File: config.mk
export PLATFORM = sky130hd
export DESIGN_NAME = bp_pattern_table
export DESIGN_NICKNAME = d
export VERILOG_FILES = /design/src/hdl/bp_cfg_pkg.sv /design/src/hdl/bp_port_pkg.sv /design/src/hdl/bp_pattern_table.sv
export SDC_FILE = /design/constraint.sdc
export NUM_CORES = 2
export LEC_CHECK = 0
export ABC_AREA = 1
export BUFFER_PORTS_ARGS = -buffer_cell sky130_fd_sc_hd__buf_4
export CAP_MARGIN = 5
export CORE_UTILIZATION = 35
export DETAILED_ROUTE_END_ITERATION = 10
export SETUP_SLACK_MARGIN = 0.5
export SYNTH_ARGS = -nofsm -noshare
export SYNTH_HDL_FRONTEND = slang
export SYNTH_SLANG_ARGS = --single-unit
File: constraint.sdc
create_clock -name clk -period 24 [get_ports clk]
set_clock_uncertainty 0.15 [all_clocks]
set_input_delay 7.2 -clock clk [delete_from_list [all_inputs] [get_ports clk]]
set_output_delay 7.2 -clock clk [all_outputs]
set_load 0.02 [all_outputs]
File: src/hdl/bp_cfg_pkg.sv
// predictor sizing constants and counter encoding, referenced by scoped name from every block
`default_nettype none

package bp_cfg_pkg;

    // fetch and resolve addresses are one word
    localparam int pc_bits = 32;

    // four global history states, two bits each
    localparam int hist_states = 4;
    localparam int hist_bits = 2;

    // widest table row the address struct can carry
    localparam int default_index_bits = 7;

    ////////////////////////////////////////////////////////////////////////////
    // two-bit saturating state, same code for history and pattern counters
    ////////////////////////////////////////////////////////////////////////////
    typedef enum logic [hist_bits-1:0] {
        strongly_not_taken = 2'd0,
        weakly_not_taken   = 2'd1,
        weakly_taken       = 2'd2,
        strongly_taken     = 2'd3
    } pred_state_e;

    // one step toward the resolved direction, holding at either end
    function automatic pred_state_e step_toward(input pred_state_e cur, input logic outcome);
        pred_state_e nxt;
        nxt = cur;
        if (outcome && (cur != strongly_taken))
            nxt = pred_state_e'(cur + 2'd1);
        else if (!outcome && (cur != strongly_not_taken))
            nxt = pred_state_e'(cur - 2'd1);
        return nxt;
    endfunction

endpackage

`default_nettype wire

File: src/hdl/bp_port_pkg.sv
// packed structs passed between fetch, execute and the predictor tables
`default_nettype none

package bp_port_pkg;

    ////////////////////////////////////////////////////////////////////////////
    // fetch side
    ////////////////////////////////////////////////////////////////////////////

    // prediction handed back to fetch, valid in the same cycle as the pc
    typedef struct packed {
        // tag matched under current history
        logic hit;
        // counter says taken, already qualified by hit
        logic taken;
        logic [bp_cfg_pkg::pc_bits-1:0] target;
        // history state used for this lookup
        bp_cfg_pkg::pred_state_e hist;
    } fetch_pred_t;

    ////////////////////////////////////////////////////////////////////////////
    // execute side
    ////////////////////////////////////////////////////////////////////////////

    // one resolved branch, strobes are single-cycle levels
    typedef struct packed {
        // new entry, counter starts weakly taken
        logic alloc;
        // existing entry, counter steps toward outcome
        logic update;
        // 1 = taken
        logic outcome;
        logic [bp_cfg_pkg::pc_bits-1:0] pc;
        logic [bp_cfg_pkg::pc_bits-1:0] target;
    } resolve_t;

    ////////////////////////////////////////////////////////////////////////////
    // table addressing
    ////////////////////////////////////////////////////////////////////////////

    // row from pc bits 2 upward, column from global history
    // row is sized for the widest table, narrower tables use the low bits
    typedef struct packed {
        logic [bp_cfg_pkg::default_index_bits-1:0] row;
        bp_cfg_pkg::pred_state_e col;
    } table_addr_t;

endpackage

`default_nettype wire

File: src/hdl/bp_pattern_table.sv
// two-bit saturating pattern counters per row and history column, with the taken decision
`timescale 1ns/1ps
`default_nettype none

module bp_pattern_table #(
    parameter int INDEX_BITS = bp_cfg_pkg::default_index_bits
) (
    input  logic                     clk,
    input  logic                     rst,
    // sweep clear, one row across all columns
    input  logic                     clear,
    input  logic [INDEX_BITS-1:0]    clear_row,
    // lookup side
    input  bp_port_pkg::table_addr_t rd_addr,
    // write side, strobes already qualified by ready
    input  bp_port_pkg::table_addr_t wr_addr,
    input  bp_port_pkg::resolve_t    resolve,
    output logic                     taken,
    // counter under the lookup address
    output bp_cfg_pkg::pred_state_e  state
);

    localparam int depth = 1 << INDEX_BITS;

    bp_cfg_pkg::pred_state_e cnt_mem [depth][bp_cfg_pkg::hist_states];

    logic [INDEX_BITS-1:0] rd_row;
    logic [INDEX_BITS-1:0] wr_row;

    // counter currently held at the write address
    bp_cfg_pkg::pred_state_e wr_cur;

    assign rd_row = rd_addr.row[INDEX_BITS-1:0];
    assign wr_row = wr_addr.row[INDEX_BITS-1:0];
    assign wr_cur = cnt_mem[wr_row][wr_addr.col];

    ////////////////////////////////////////////////////////////////////////////
    // lookup
    ////////////////////////////////////////////////////////////////////////////

    assign state = cnt_mem[rd_row][rd_addr.col];

    // upper half of the encoding predicts taken
    assign taken = (state == bp_cfg_pkg::weakly_taken) ||
                   (state == bp_cfg_pkg::strongly_taken);

    ////////////////////////////////////////////////////////////////////////////
    // writes
    ////////////////////////////////////////////////////////////////////////////

    always_ff @(posedge clk)
    begin
        if (clear)
        begin
            for (int c = 0; c < bp_cfg_pkg::hist_states; c++)
            begin
                cnt_mem[clear_row][c] <= bp_cfg_pkg::strongly_not_taken;
            end
        end
        else if (resolve.alloc)
        begin
            // fresh entry leans taken
            cnt_mem[wr_row][wr_addr.col] <= bp_cfg_pkg::weakly_taken;
        end
        else if (resolve.update)
        begin
            cnt_mem[wr_row][wr_addr.col] <= bp_cfg_pkg::step_toward(wr_cur, resolve.outcome);
        end
    end

    // sweep and top-level ready gating keep writes out of the clear phase
    a_no_write_in_clear : assert property (
        @(posedge clk) disable iff (!rst)
        clear |-> !(resolve.alloc || resolve.update)
    );

endmodule

`default_nettype wire

==> metrics.txt <==
status finished clean; Reg with most FFs cnt_mem; final hold slack between 1.5 and 2 ns; hold buffers post-CTS 0; ANT nets after route 0; Pwr Density 71.1 nW/um^2; CP Max Fanout 170; Routed WL per cell 24.2 um; Post-route DRC 0; CP Class primary input to output pin; Layout area overhead 8.67%; commonest non-fill, non-tap cell in the layout nor2_1; Nets 5811; core area 150000 um^2; Max Slew Vio Count 0; largest area contributor in the synthesized netlist edfxtp_1; layout cell share with drive strength beyond 1 4.93%; LEAKAGE 19.3 nW; HPWL after detailed placement 108000 um; post-synthesis cell type count 26; initial antenna violation count 8; most frequent cells in the layout nor2_1, edfxtp_1, nand2_1; CTS H-tree depth 3; Mapped Avg Cell Area 8.81 um^2; Die Y 391 um; slew margin rel. 16.6%; final setup fails 0; Mapped Nets roughly 6000; Tmin final 18.77 ns; io pins 98; Root Buffer clkbuf_16; Die W between 300 and 400 um; flop2flop setup slack between 15 and 20 ns; R2R depth 20; placed cells 7622; Clock Path Buffers 3; Final GP Congestion 0.915; Mapped Area 53100 um^2; CP max stage delay 0.58 ns; final core utilization 38.4%; vias 46500; FP Rows 142; Endpoint, Worst Hold cnt_mem[101][2]; WP data required 16.65 ns; vias in the first global route 43600; peak supply drop 0.0000601 V; Pre-antenna DRT Iters 7; maxcap violations 0; GRT Residual Overflow 0; worst-margin pin slew 1.25 ns; hold path cells 15; biggest regs cnt_mem (1024); arrival time at the worst endpoint between 10 and 15 ns; top cell type's share of synthesized area 57.9%; Hold Path Origin cnt_mem[40][4]; Fill cells approximately 15000; total wire length 189000 um; largest net degree at the start of global routing 253; sequential fraction of the synthesis area 57.9%; Reg clk slew, reported paths 0.06 ns; HP Class flip-flop to flip-flop; setup repair after global routing missed its margin false; RR Endpoint cnt_mem[53][6]; Total Power 0.00410 W; post-route insts no fill approximately 7800; post-cts sizing count 0; cells after synthesis 6023; final hold viol count 0; DIE AREA 153000 um^2; drt first-iter violations 6917; starting density of the core 35.4%; slowest CP cell buf_12; CP endpoint kind output pin; ordered cell list for the critical path buf_8 > buf_12 > buf_12 > o21ai_0 > o22ai_1 > o21ai_0 > o22ai_1 > nand2_1 > nand3_1 > nand3_1 > nand2_1 > nand2_1 > nand3_1 > and2_1 > buf_4; FF+latch count, synth 1024; total CTS buffers 105; gr usage total 24.0%; CTS Sinks 1024; CP startpoint kind primary input; wire length of the first global-routing pass 278000 um; TritonCTS clock tree done; Fmax ~53 MHz; Via-to-Cell Ratio 5.95; Largest register FFs approximately 1000; Synth area leaders edfxtp_1, nor2_1, o21ai_0, nand2_1, nand3_1; Post-CTS Setup Inserts 0; Ys Warns 0; setup TNS 0 ns; PortBufs 32; clock latency on the worst-skew pair 0.73 ns; R2R Path Start cnt_mem[127][3]; fin crit share 78.2%
==> how the worst max path moves through the flow <==
stage	end	from	cells past startpoint
after floorplan	state[1]	rd_addr[2]	18
after global placement	state[0]	rd_addr[2]	15
after detailed placement	state[0]	rd_addr[2]	15
after CTS	state[0]	rd_addr[2]	15
after global routing	state[0]	rd_addr[2]	15
final	state[0]	rd_addr[2]	15
==> through the flow <==
stage	worst slack, ns	instance area [um^2]
final	5.23	57700
after CTS	5.41	57700
after global routing	4.99	57700
after global placement	5.43	54300
after detailed placement	5.42	54300
after floorplan	7.80	53100
==> cell families (layout without fill, tap and decap cells) <==
logic type,count (synthesis),count (layout),synth area share [%]
fa+ha+maj,2,2,0.0471
simple gates,3105,3105,23.6
other cells,0,2,0
flops,1024,1024,57.9
compound gates,1336,1336,13.7
buf+inv,556,331,4.81
==> per-layer routing <==
metal  GRT usage [%]  share of wire [%]  vias to the layer above
met4            11.5                4.7                       10
met1            32.2                 39                    22200
met5               0              0.036                        -
met3            5.35                 12                      524
met2            36.6                 44                     3207
li1                -                  -                    20600
==> where the power goes <==
group,switching [W],internal (W),total (W)
clock,0.000714,0.000946,0.00166
sequential,0.00000501,0.00197,0.00198
combinational,0.000360,0.000103,0.000462
total,0.00108,0.00302,0.00410
==> worst max-delay path: cells and delay by family <==
kind            cells  cell delay [ns]
buf+inv             4             1.92
compound gates      4             1.08
simple gates        7             0.94
==> Yosys cell counts <==
| master | instances |
|---|---|
| clkbuf_1 | 271 |
| inv_2 | 3 |
| buf_1 | 29 |
| buf_4 | 45 |
| inv_4 | 2 |
| edfxtp_1 | 1024 |
| o21ai_1 | 48 |
| a21oi_2 | 4 |
| o21ai_2 | 1 |
| nor2_1 | 1420 |
| nand2_2 | 3 |
| buf_6 | 14 |
| nor3_1 | 1 |
| a21oi_1 | 6 |
| ha_1 | 2 |
| buf_2 | 150 |
| clkinv_2 | 1 |
| clkinv_1 | 2 |
| and2_1 | 1 |
| o22ai_1 | 439 |
| nand2_1 | 1017 |
| nand3_1 | 655 |
| nor2_2 | 7 |
| or2_1 | 1 |
| o21ai_0 | 838 |
| inv_1 | 39 |
==> final cells by class <==
cell class	instances	area, um^2	area share (%)
antenna	2	5.00	0.00867
clock buffer	116	2670	4.63
clock inverter	75	722	1.25
inverter	47	231	0.401
multi-input combinational	4443	20000	34.6
sequential	1024	30700	53.3
tap	2016	2520	4.37
timing repair buffer	93	843	1.46
No activity file was read; power rests on OpenSTA's default activity.
