==> config.mk <==
export PLATFORM = sky130hd
export DESIGN_NAME = bp_init_sweep
export DESIGN_NICKNAME = d
export VERILOG_FILES = /design/src/hdl/bp_cfg_pkg.sv /design/src/hdl/bp_init_sweep.sv
export SDC_FILE = /design/constraint.sdc
export NUM_CORES = 1
export LEC_CHECK = 0
export BUFFER_PORTS_ARGS = -buffer_cell sky130_fd_sc_hd__buf_2
export CORE_AREA = 4 4 41 43
export CTS_CLUSTER_DIAMETER = 50
export DETAILED_ROUTE_END_ITERATION = 8
export DIE_AREA = 0 0 45 47
export PLACE_DENSITY_LB_ADDON = 0.12
export SKIP_CTS_REPAIR_TIMING = 1
export SLEW_MARGIN = 20
export SYNTH_ARGS = -nofsm -noshare
export SYNTH_HDL_FRONTEND = slang
export SYNTH_SLANG_ARGS = --single-unit
==> constraint.sdc <==
create_clock -name clk -period 1.49 [get_ports clk]
set_input_delay 0.298 -clock clk [delete_from_list [all_inputs] [get_ports clk]]
set_output_delay 0.298 -clock clk [all_outputs]
set_load 0.1 [all_outputs]
==> src/hdl/bp_cfg_pkg.sv <==
// predictor sizing constants and counter encoding, referenced by scoped name from every block
`default_nettype none

package bp_cfg_pkg;

    // fetch and resolve addresses are one word
    localparam int pc_bits = 32;

    // four global history states, two bits each
    localparam int hist_states = 4;
    localparam int hist_bits = 2;

    // widest table row the address struct can carry
    localparam int default_index_bits = 7;

    ////////////////////////////////////////////////////////////////////////////
    // two-bit saturating state, same code for history and pattern counters
    ////////////////////////////////////////////////////////////////////////////
    typedef enum logic [hist_bits-1:0] {
        strongly_not_taken = 2'd0,
        weakly_not_taken   = 2'd1,
        weakly_taken       = 2'd2,
        strongly_taken     = 2'd3
    } pred_state_e;

    // one step toward the resolved direction, holding at either end
    function automatic pred_state_e step_toward(input pred_state_e cur, input logic outcome);
        pred_state_e nxt;
        nxt = cur;
        if (outcome && (cur != strongly_taken))
            nxt = pred_state_e'(cur + 2'd1);
        else if (!outcome && (cur != strongly_not_taken))
            nxt = pred_state_e'(cur - 2'd1);
        return nxt;
    endfunction

endpackage

`default_nettype wire

==> src/hdl/bp_init_sweep.sv <==
// post-reset row walker that clears the tables one index per cycle, then signals ready
`timescale 1ns/1ps
`default_nettype none

module bp_init_sweep #(
    parameter int INDEX_BITS = bp_cfg_pkg::default_index_bits
) (
    input  logic                  clk,
    input  logic                  rst,
    // row being cleared this cycle
    output logic [INDEX_BITS-1:0] row,
    // clear in progress
    output logic                  busy,
    // sweep finished, stays high until next reset
    output logic                  ready
);

    // final row of the sweep
    localparam logic [INDEX_BITS-1:0] last_row = '1;

    ////////////////////////////////////////////////////////////////////////////
    // sweep counter
    ////////////////////////////////////////////////////////////////////////////

    // row 0 is presented straight out of reset
    // one row per edge, 2**INDEX_BITS edges in all
    always_ff @(posedge clk or negedge rst)
    begin
        if (!rst)
        begin
            row   <= '0;
            busy  <= 1'b1;
            ready <= 1'b0;
        end
        else if (busy)
        begin
            // wraps back to 0 on the last row
            row <= row + 1'b1;
            if (row == last_row)
            begin
                busy  <= 1'b0;
                ready <= 1'b1;
            end
        end
    end

    // tables take writes only once clearing is over
    a_busy_ready_excl : assert property (
        @(posedge clk) disable iff (!rst)
        !(busy && ready)
    );

endmodule

`default_nettype wire

==> results of run 1 <==
-- layout make-up --
class / count / area, sq um / area share
Clock inverter: 1 / 5.005 / 0.009926
Timing Repair Buffer: 11 / 75.07 / 0.1489
Sequential cell: 9 / 235.2 / 0.4665
Clock buffer: 3 / 22.52 / 0.04466
Tap cell: 15 / 18.77 / 0.03722
Multi-Input combinational cell: 20 / 147.6 / 0.2928
-- per-stage QoR --
stage / power, mW / instance area (sq um) / std cells / utilization / hold WS, ns
global route: 0.4598 / 504.2 / 59 / 0.3875 / 0.4318
global placement: 0.2543 / 466.7 / 54 / 0.3587 / 0.1555
floorplan: 0.2487 / 390.4 / 30 / - / 0.002409
CTS: 0.4480 / 494.2 / 58 / 0.3798 / -0.1220
finish: 0.4444 / 504.2 / 59 / 0.3875 / 0.4101
detailed placement: 0.2549 / 466.7 / 54 / 0.3587 / 0.1661
-- worst max path at each step --
stage                             from            endpoint  slack (ns)
detailed placement  row[4]$_DFFE_PN0P_              row[4]        0.33
CTS                 row[4]$_DFFE_PN0P_              row[4]        0.03
finish              row[4]$_DFFE_PN0P_              row[4]        0.05
floorplan           row[4]$_DFFE_PN0P_  row[6]$_DFFE_PN0P_        0.01
global placement    row[2]$_DFFE_PN0P_              row[2]        0.34
global route        row[2]$_DFFE_PN0P_              row[2]       0.003
-- logic make-up (layout without fill, tap and decap cells) --
group | Yosys count | after routing
simple gates | 10 | 10
flops | 9 | 9
xor+xnor | 6 | 6
compound gates | 2 | 2
fa+ha+maj | 1 | 1
mux | 1 | 1
buf+inv | 1 | 15
-- where the power goes --
group | switching, mW | leakage [nW] | internal (mW)
Clock | 0.0937 | 0.0177 | 0.0991
Sequential | 0 | 0.116 | 0.244
Combinational | 0.00499 | 0.129 | 0.00267
Total | 0.0987 | 0.263 | 0.346
-- Yosys cell counts --
library cell,instances
mux2_2,1
dfrtp_1,8
nor2_1,1
buf_4,1
o21bai_1,1
xor2_1,3
nand3_1,2
ha_1,1
dfstp_2,1
o21a_1,1
nand4_1,2
nand4_2,1
nor2_2,1
xnor2_1,3
nand2_1,3
-- flip-flops by register name (all words and copies together), names as in the netlist --
signal / count
row: 7
busy: 1
ready: 1
-- routing by layer --
layer	GRT usage	up-vias	routed length, um
li1	-	132	-
met1	0.1033	131	319
met2	0.1384	9	356
met3	0.04215	0	67
met4	0.05263	0	0
met5	0	-	0
==> results.md, run 1 <==
- Fin Setup TNS: 0 ns
- Antenna violations before repair: 0
- Post-synthesis mux area share: 0.02951
- Most common cell after layout, fill and taps aside: buf_2
- Final period utilization: 0.9661
- Synth Area in Adders: 0.03279
- Hpwl dp: 547.1 um
- Grt ovf: 0
- Area growth, synth to finish: 32.13%
- R2r endpoint: row[6]$_DFFE_PN0P_
- FF+latch count, synth: 9
- Ports: 11
- Worst setup SP type: register
- Minimum clock period: 1.440 ns
- N_diodes: 0
- Slowest stage delay, CP: 0.46 ns
- Reg-to-reg startpoint: busy$_DFF_PN1_
- CP delay by family, top: buffers and inverters
- First-pass GRT wire length: 1.304 mm
- Clock sinks: 9
- Max Slew Vio Count: 0
- Pwr Density: 881.4 nW/um^2
- Max clock buf depth: 2
- Synth top area share: 0.5246
- Die H: 47 um
- Cell Area, Synth: 381.6 sq um
- Synth warnings: 0
- Layout cells sized above 1: 0.5000
- Max_slew headroom: 0.6775
- Routed len/inst: 12.59 um
- Compound-Gate Fraction of Synth Area: 0.03934
- H-tree levels: 1
- Area leader, netlist: dfrtp_1
- Achievable Freq: 694.7 MHz
- FF-to-FF path depth: 3
- All-Layer GR Usage: 0.09026
- Worst endpoint data arrival time: 1.14 ns
- CORE AREA: 1301 sq um
- Combinational family with the most area after synthesis: simple AND/OR/NAND/NOR gates
- TritonCTS clock tree: built
- Pre-antenna DRT Iters: 4
- Crit path cell chain: buf_2
- Critical path's slowest cell: buf_2
- Dpl ws: 0.3282 ns
- Root buffer cell: clkbuf_4
- Worst-margin pin slew: 0.4870 ns
- Synth cell types: 15
- Area share of and/or/nand/nor cells after synthesis: 0.1475
- Detailed Route WL: 743 um
- Final Hold Viols: 0
- Worst IR Drop VDD: 0.0004590 V
- Die area: 2115 sq um
- Die W: 45 um
- Vias in the first global route: 282
- Status: complete, no violations
- P_leak: 0.2633 nW
- Syn nets: 33
- Critical path class: reg -> out
- Sequential area share after synthesis: 0.5934
- Worst setup EP type: output pin
- Later-pin clock latency in the skew report: 0.26 ns
- Worst clock skew: 0.006593 ns
- Slack of the critical path: 0.05046 ns
- Unrepaired setup endpoints after global routing: false
- Port bufs: 10
- Nets@finish: 48
- Synth Instances: 30
- Post-Synth XOR/XNOR Area: 0.1377
- Most frequent cells in the layout: buf_2 (9), dfrtp_1 (4), dfrtp_2 (4)
- Via count: 272
- Reg clk slew, reported paths: 0.07 ns
- Worst R2R Setup Slack: 0.34 ns
- Routed Antenna Nets: 0
- Crit path depth: 1
- HP Class: in -> async
- Drt drc: 0
- Initial Util: 0.2933
- Largest net degree at the start of global routing: 10
- Site Rows: 13
- Vias/cell: 4.610
- Synth top area cells: dfrtp_1 (52%), dfstp_2 (6.9%), xnor2_1 (6.9%)
- Mean post-synth cell area: 12.72 sq um
- GPL Wtd Cong: 0.7098
- Req. time, crit path: 1.19 ns
- Setup-failing EPs final: 0
- CP max FO: 5
- Worst path bufs/invs: 1
- Num CTS Buffers: 3
- Initial drt markers: 3
- Max-capacitance violation count: 0
- Fillers: 139
Power figures use the tool's default switching activity.
==> run 2: changes to the inputs <==
--- a/config.mk
+++ b/config.mk
@@ -6,10 +6,10 @@
 export NUM_CORES = 1
 export LEC_CHECK = 0
 export BUFFER_PORTS_ARGS = -buffer_cell sky130_fd_sc_hd__buf_2
-export CORE_AREA = 4 4 41 43
+export CORE_AREA = 5 5 42 44
 export CTS_CLUSTER_DIAMETER = 50
 export DETAILED_ROUTE_END_ITERATION = 8
-export DIE_AREA = 0 0 45 47
+export DIE_AREA = 0 0 47 49
 export PLACE_DENSITY_LB_ADDON = 0.12
 export SKIP_CTS_REPAIR_TIMING = 1
 export SLEW_MARGIN = 20
==> constraint.sdc (replaced) <==
create_clock -name clk -period 1.74 [get_ports clk]
set_input_delay 0.348 -clock clk [delete_from_list [all_inputs] [get_ports clk]]
set_output_delay 0.348 -clock clk [all_outputs]
set_load 0.1 [all_outputs]
==> run 2 against run 1 <==
  * Worst hold slack better by 0.052 ns
  * Combinational power is 17% lower
  * Via count is 0.74% higher
  * Largest power group unchanged
  * Critical endpoint is now busy
  * Flip-flop and latch count stayed put
  * Cell area is 4.2% lower
  * Sequential power is 14% lower
==> results.md, run 2 (synthesis gave the netlist of run 1 again) <==
- Die H: 49 um
- Clock sinks: 9
- Vias in the first global route: 279
- Largest regs: row (7), busy (1), ready (1)
- Final period utilization: 0.9595
- Detailed Route WL: 711 um
- First-pass GRT wire length: 1.248 mm
- Root buffer cell: clkbuf_4
- Ports: 11
- Metal3 WL: 59 um
- CP delay by family, top: flip-flops
- Crit path cell chain: buf_2
- Worst clock skew: 0.001857 ns
- Met1 WL: 301 um
- Initial drt markers: 6
- Worst IR Drop VDD: 0.0002914 V
- Unrepaired setup endpoints after global routing: false
- Status: complete, no violations
- Critical path's slowest cell: dfstp_2
- Max clock buf depth: 2
- All-Layer GR Usage: 0.07813
- Setup-failing EPs final: 0
- Top reg by flops: row
- GPL Wtd Cong: 0.7029
- Req. time, crit path: 1.39 ns
- Pre-antenna DRT Iters: 4
- P_leak: 0.2604 nW
- Final Hold Viols: 0
- Worst endpoint data arrival time: 1.32 ns
- Worst path bufs/invs: 1
- CORE AREA: 1401 sq um
- Slowest stage delay, CP: 0.61 ns
- Layout cells sized above 1: 0.4318
- Port bufs: 10
- Site Rows: 14
- Area growth, synth to finish: 26.56%
- N_diodes: 0
- Dpl ws: 0.3403 ns
- Drt drc: 0
- Max Slew Vio Count: 0
- Hpwl dp: 563.5 um
- Achievable Freq: 599.0 MHz
- Minimum clock period: 1.670 ns
- Uppermost layer routed: met4
- H-tree levels: 1
- Fin Setup TNS: 0 ns
- Max FFs per register: 7
- TritonCTS clock tree: built
- Die area: 2303 sq um
- Pwr Density: 773.0 nW/um^2
- Metal2 WL: 328 um
- Routed len/inst: 11.85 um
- Die W: 47 um
- Worst setup SP type: register
- Vias/cell: 4.567
- Max-capacitance violation count: 0
- Slack of the critical path: 0.07046 ns
- CP max FO: 8
- Grt ovf: 0
- Max_slew headroom: 0.6777
- Most common cell after layout, fill and taps aside: buf_2
- Worst setup EP type: output pin
- Reg clk slew, reported paths: 0.06 ns
- Initial Util: 0.2723
- Later-pin clock latency in the skew report: 0.26 ns
- Worst-margin pin slew: 0.4869 ns
- Num CTS Buffers: 3
- Via count: 274
- Largest net degree at the start of global routing: 10
- Critical path class: reg -> out
- Antenna violations before repair: 0
- Routed Antenna Nets: 0
- Nets@finish: 48
- HP Class: in -> async
- Most frequent cells in the layout: buf_2 (10), dfrtp_1 (6)
==> run 2: cell types whose count changed in the layout (fill, tap and decap cells not counted), sizes merged <==
cell    previous run  this run
clkbuf             3         4
clkinv             1         0
==> run 2: worst paths after layout <==
check | cells after the start | end | start | slack (ns)
min in group clk | 1 | ready$_DFFE_PN0P_ | ready$_DFFE_PN0P_ | 0.47
worst min register to register | 1 | ready$_DFFE_PN0P_ | ready$_DFFE_PN0P_ | 0.47
max in group asynchronous | 2 | busy$_DFF_PN1_ | rst | 1.03
worst max-delay path | 1 | busy | busy$_DFF_PN1_ | 0.07
worst min-delay path | 2 | row[4]$_DFFE_PN0P_ | rst | 0.46
worst max register to register | 4 | row[6]$_DFFE_PN0P_ | row[0]$_DFFE_PN0P_ | 0.64
==> run 2: area by class of cell <==
cell class                 count  area, sq um
timing repair buffer          11        60.06
sequential                     9        229.0
clock buffer                   4        26.28
tap                           16        20.02
multi-input combinational     20        147.6
fill                         160        918.4
==> run 2: where the power goes <==
group / switching, mW / leakage [nW] / internal, mW
logic: 0.00408 / 0.127 / 0.00228
clock network: 0.0694 / 0.0150 / 0.0882
registers: 0 / 0.119 / 0.209
total: 0.0735 / 0.260 / 0.300
==> run 2: metal layers <==
| metal | GRT usage | vias up |
|---|---|---|
| met2 | 0.1063 | 9 |
| met3 | 0.02214 | 4 |
| li1 | - | 130 |
| met1 | 0.09481 | 131 |
| met4 | 0.06912 | 0 |
| met5 | 0 | - |
==> run 2: stage by stage <==
step / std cells / hold WS [ns] / area (sq um) / util / total power, mW
floorplan: 30 / 0.05241 / 384.1 / - / 0.2132
finish: 60 / 0.4624 / 483.0 / 0.3446 / 0.3734
detailed placement: 55 / 0.2091 / 446.7 / 0.3188 / 0.2182
global route: 60 / 0.4859 / 483.0 / 0.3446 / 0.3915
global placement: 55 / 0.2052 / 446.7 / 0.3188 / 0.2180
CTS: 59 / -0.07432 / 473.0 / 0.3375 / 0.3811
==> run 3: changes to the inputs <==
--- a/config.mk
+++ b/config.mk
@@ -6,10 +6,10 @@
 export NUM_CORES = 1
 export LEC_CHECK = 0
 export BUFFER_PORTS_ARGS = -buffer_cell sky130_fd_sc_hd__buf_2
-export CORE_AREA = 5 5 42 44
+export CORE_AREA = 3 3 40 42
 export CTS_CLUSTER_DIAMETER = 50
 export DETAILED_ROUTE_END_ITERATION = 8
-export DIE_AREA = 0 0 47 49
+export DIE_AREA = 0 0 43 45
 export PLACE_DENSITY_LB_ADDON = 0.12
 export SKIP_CTS_REPAIR_TIMING = 1
 export SLEW_MARGIN = 20
==> run 3 against run 2 <==
  * Utilization grew 3.0 points
  * Cell area shrank 0.26%
  * Combinational power is essentially flat
  * Worst setup slack gained 0.0099 ns
  * Clock-buffer cell count is the same
  * Clock power is essentially flat
  * Die area shrank 16%
  * Total power grew 0.39%
  * Via count shrank 4.7%
  * Sequential power is essentially flat
  * Sequential share of layout area grew 0.12 points
  * Flip-flop and latch count is the same
==> results.md, run 3 (synthesis gave the netlist of run 1 again) <==
- CORE AREA: 1285 sq um
- Dpl ws: 0.3469 ns
- Worst endpoint data arrival time: 1.31 ns
- Area growth, synth to finish: 26.23%
- R2r endpoint: row[6]$_DFFE_PN0P_
- Site Rows: 13
- Minimum clock period: 1.660 ns
- Ports: 11
- Unrepaired setup endpoints after global routing: false
- Fin Setup TNS: 0 ns
- Max FFs per register: 7
- Non-filler instance count after layout: 59
- Die area: 1935 sq um
- Hpwl dp: 518.5 um
- Initial Util: 0.2970
- Routed Antenna Nets: 0
- Status: complete, no violations
- Critical path's slowest cell: dfstp_2
- Top reg by flops: row
- Port bufs: 10
- Nets@finish: 48
- Inst Count DP: 54
- Final period utilization: 0.9538
- Max-capacitance violation count: 0
- Later-pin clock latency in the skew report: 0.26 ns
- Fillers: 133
- Most common cell after layout, fill and taps aside: buf_2
- Grt ovf: 0
- Initial drt markers: 2
- Drt drc: 0
- Vias/cell: 4.424
- First-pass GRT wire length: 1.255 mm
- Root buffer cell: clkbuf_4
- Routed len/inst: 12.12 um
- Pre-antenna DRT Iters: 3
- Reg clk slew, reported paths: 0.06 ns
- Most frequent cells in the layout: buf_2 (10), dfrtp_1 (6)
- Critical path class: reg -> out
- Max Slew Vio Count: 0
- Clock sinks: 9
- Max clock buf depth: 2
- Slack of the critical path: 0.08037 ns
- Setup-failing EPs final: 0
- Worst IR Drop VDD: 0.0003654 V
- TritonCTS clock tree: built
- Max_slew headroom: 0.6780
- Worst R2R Setup Slack: 0.63 ns
- Detailed Route WL: 715 um
- Worst-margin pin slew: 0.4863 ns
- Worst setup EP type: output pin
- Worst path bufs/invs: 1
- Die H: 45 um
- FF-to-FF path depth: 4
- Layout cells sized above 1: 0.4318
- Antenna violations before repair: 0
- Final Hold Viols: 0
- Worst clock skew: 0.004171 ns
- H-tree levels: 1
- Req. time, crit path: 1.39 ns
- Crit path cell chain: buf_2
- Num CTS Buffers: 3
- CP delay by family, top: flip-flops
- Vias in the first global route: 273
- P_leak: 0.2604 nW
- All-Layer GR Usage: 0.09191
- N_diodes: 0
- Slowest stage delay, CP: 0.60 ns
- Largest regs: row (7), busy (1), ready (1)
- Reg-to-reg startpoint: row[0]$_DFFE_PN0P_
- Pwr Density: 778.1 nW/um^2
- HP Class: in -> async
- Fin Hold WS: 0.4612 ns
- CP max FO: 8
- Die W: 43 um
- Achievable Freq: 602.5 MHz
- Worst setup SP type: register
- Largest net degree at the start of global routing: 10
- Via count: 261
- GPL Wtd Cong: 0.6220
[run 3: cell counts in the layout (fill, tap and decap cells not counted)]
Identical to the previous run, type by type.
[run 3: per-layer routing]
| metal | wire (um) | share of wire | GRT usage | vias up |
|---|---|---|---|---|
| met5 | 0 | 0 | 0 | - |
| met4 | 0 | 0 | 0.01807 | 0 |
| met3 | 82 | 0.11 | 0.06773 | 0 |
| met2 | 283 | 0.40 | 0.1138 | 12 |
| met1 | 350 | 0.49 | 0.1275 | 120 |
| li1 | - | - | - | 129 |
[run 3: how the worst max path moves through the flow]
stage	slack [ns]	cells after the start	endpoint	from
2_1_floorplan	0.15	3	row[5]$_DFFE_PN0P_	row[2]$_DFFE_PN0P_
3_3_place_gp	0.36	1	busy	busy$_DFF_PN1_
3_5_place_dp	0.35	1	busy	busy$_DFF_PN1_
4_1_cts	0.06	1	busy	busy$_DFF_PN1_
5_1_grt	0.03	1	busy	busy$_DFF_PN1_
6_report	0.08	1	busy	busy$_DFF_PN1_
[run 3: area by class of cell]
type                       count  area, sq um  share of cell area
clock buffer                   4        26.28             0.05455
multi-input combinational     20        147.6              0.3065
tap                           15        18.77             0.03896
timing repair buffer          11        60.06              0.1247
sequential                     9        229.0              0.4753
[run 3: metrics by stage]
step | util | total power, mW | area (sq um)
6_report | 0.3749 | 0.3748 | 481.7
5_1_grt | 0.3749 | 0.3957 | 481.7
4_1_cts | 0.3671 | 0.3816 | 471.7
3_5_place_dp | 0.3466 | 0.2183 | 445.4
3_3_place_gp | 0.3466 | 0.2180 | 445.4
2_1_floorplan | - | 0.2132 | 384.1
[run 3: power breakdown]
| group | switching [mW] | total [mW] | internal, mW | leakage (nW) |
|---|---|---|---|---|
| Combinational | 0.00408 | 0.00636 | 0.00228 | 0.127 |
| Sequential | 0 | 0.209 | 0.209 | 0.119 |
| Clock | 0.0709 | 0.159 | 0.0882 | 0.0150 |
| Total | 0.0750 | 0.375 | 0.300 | 0.260 |
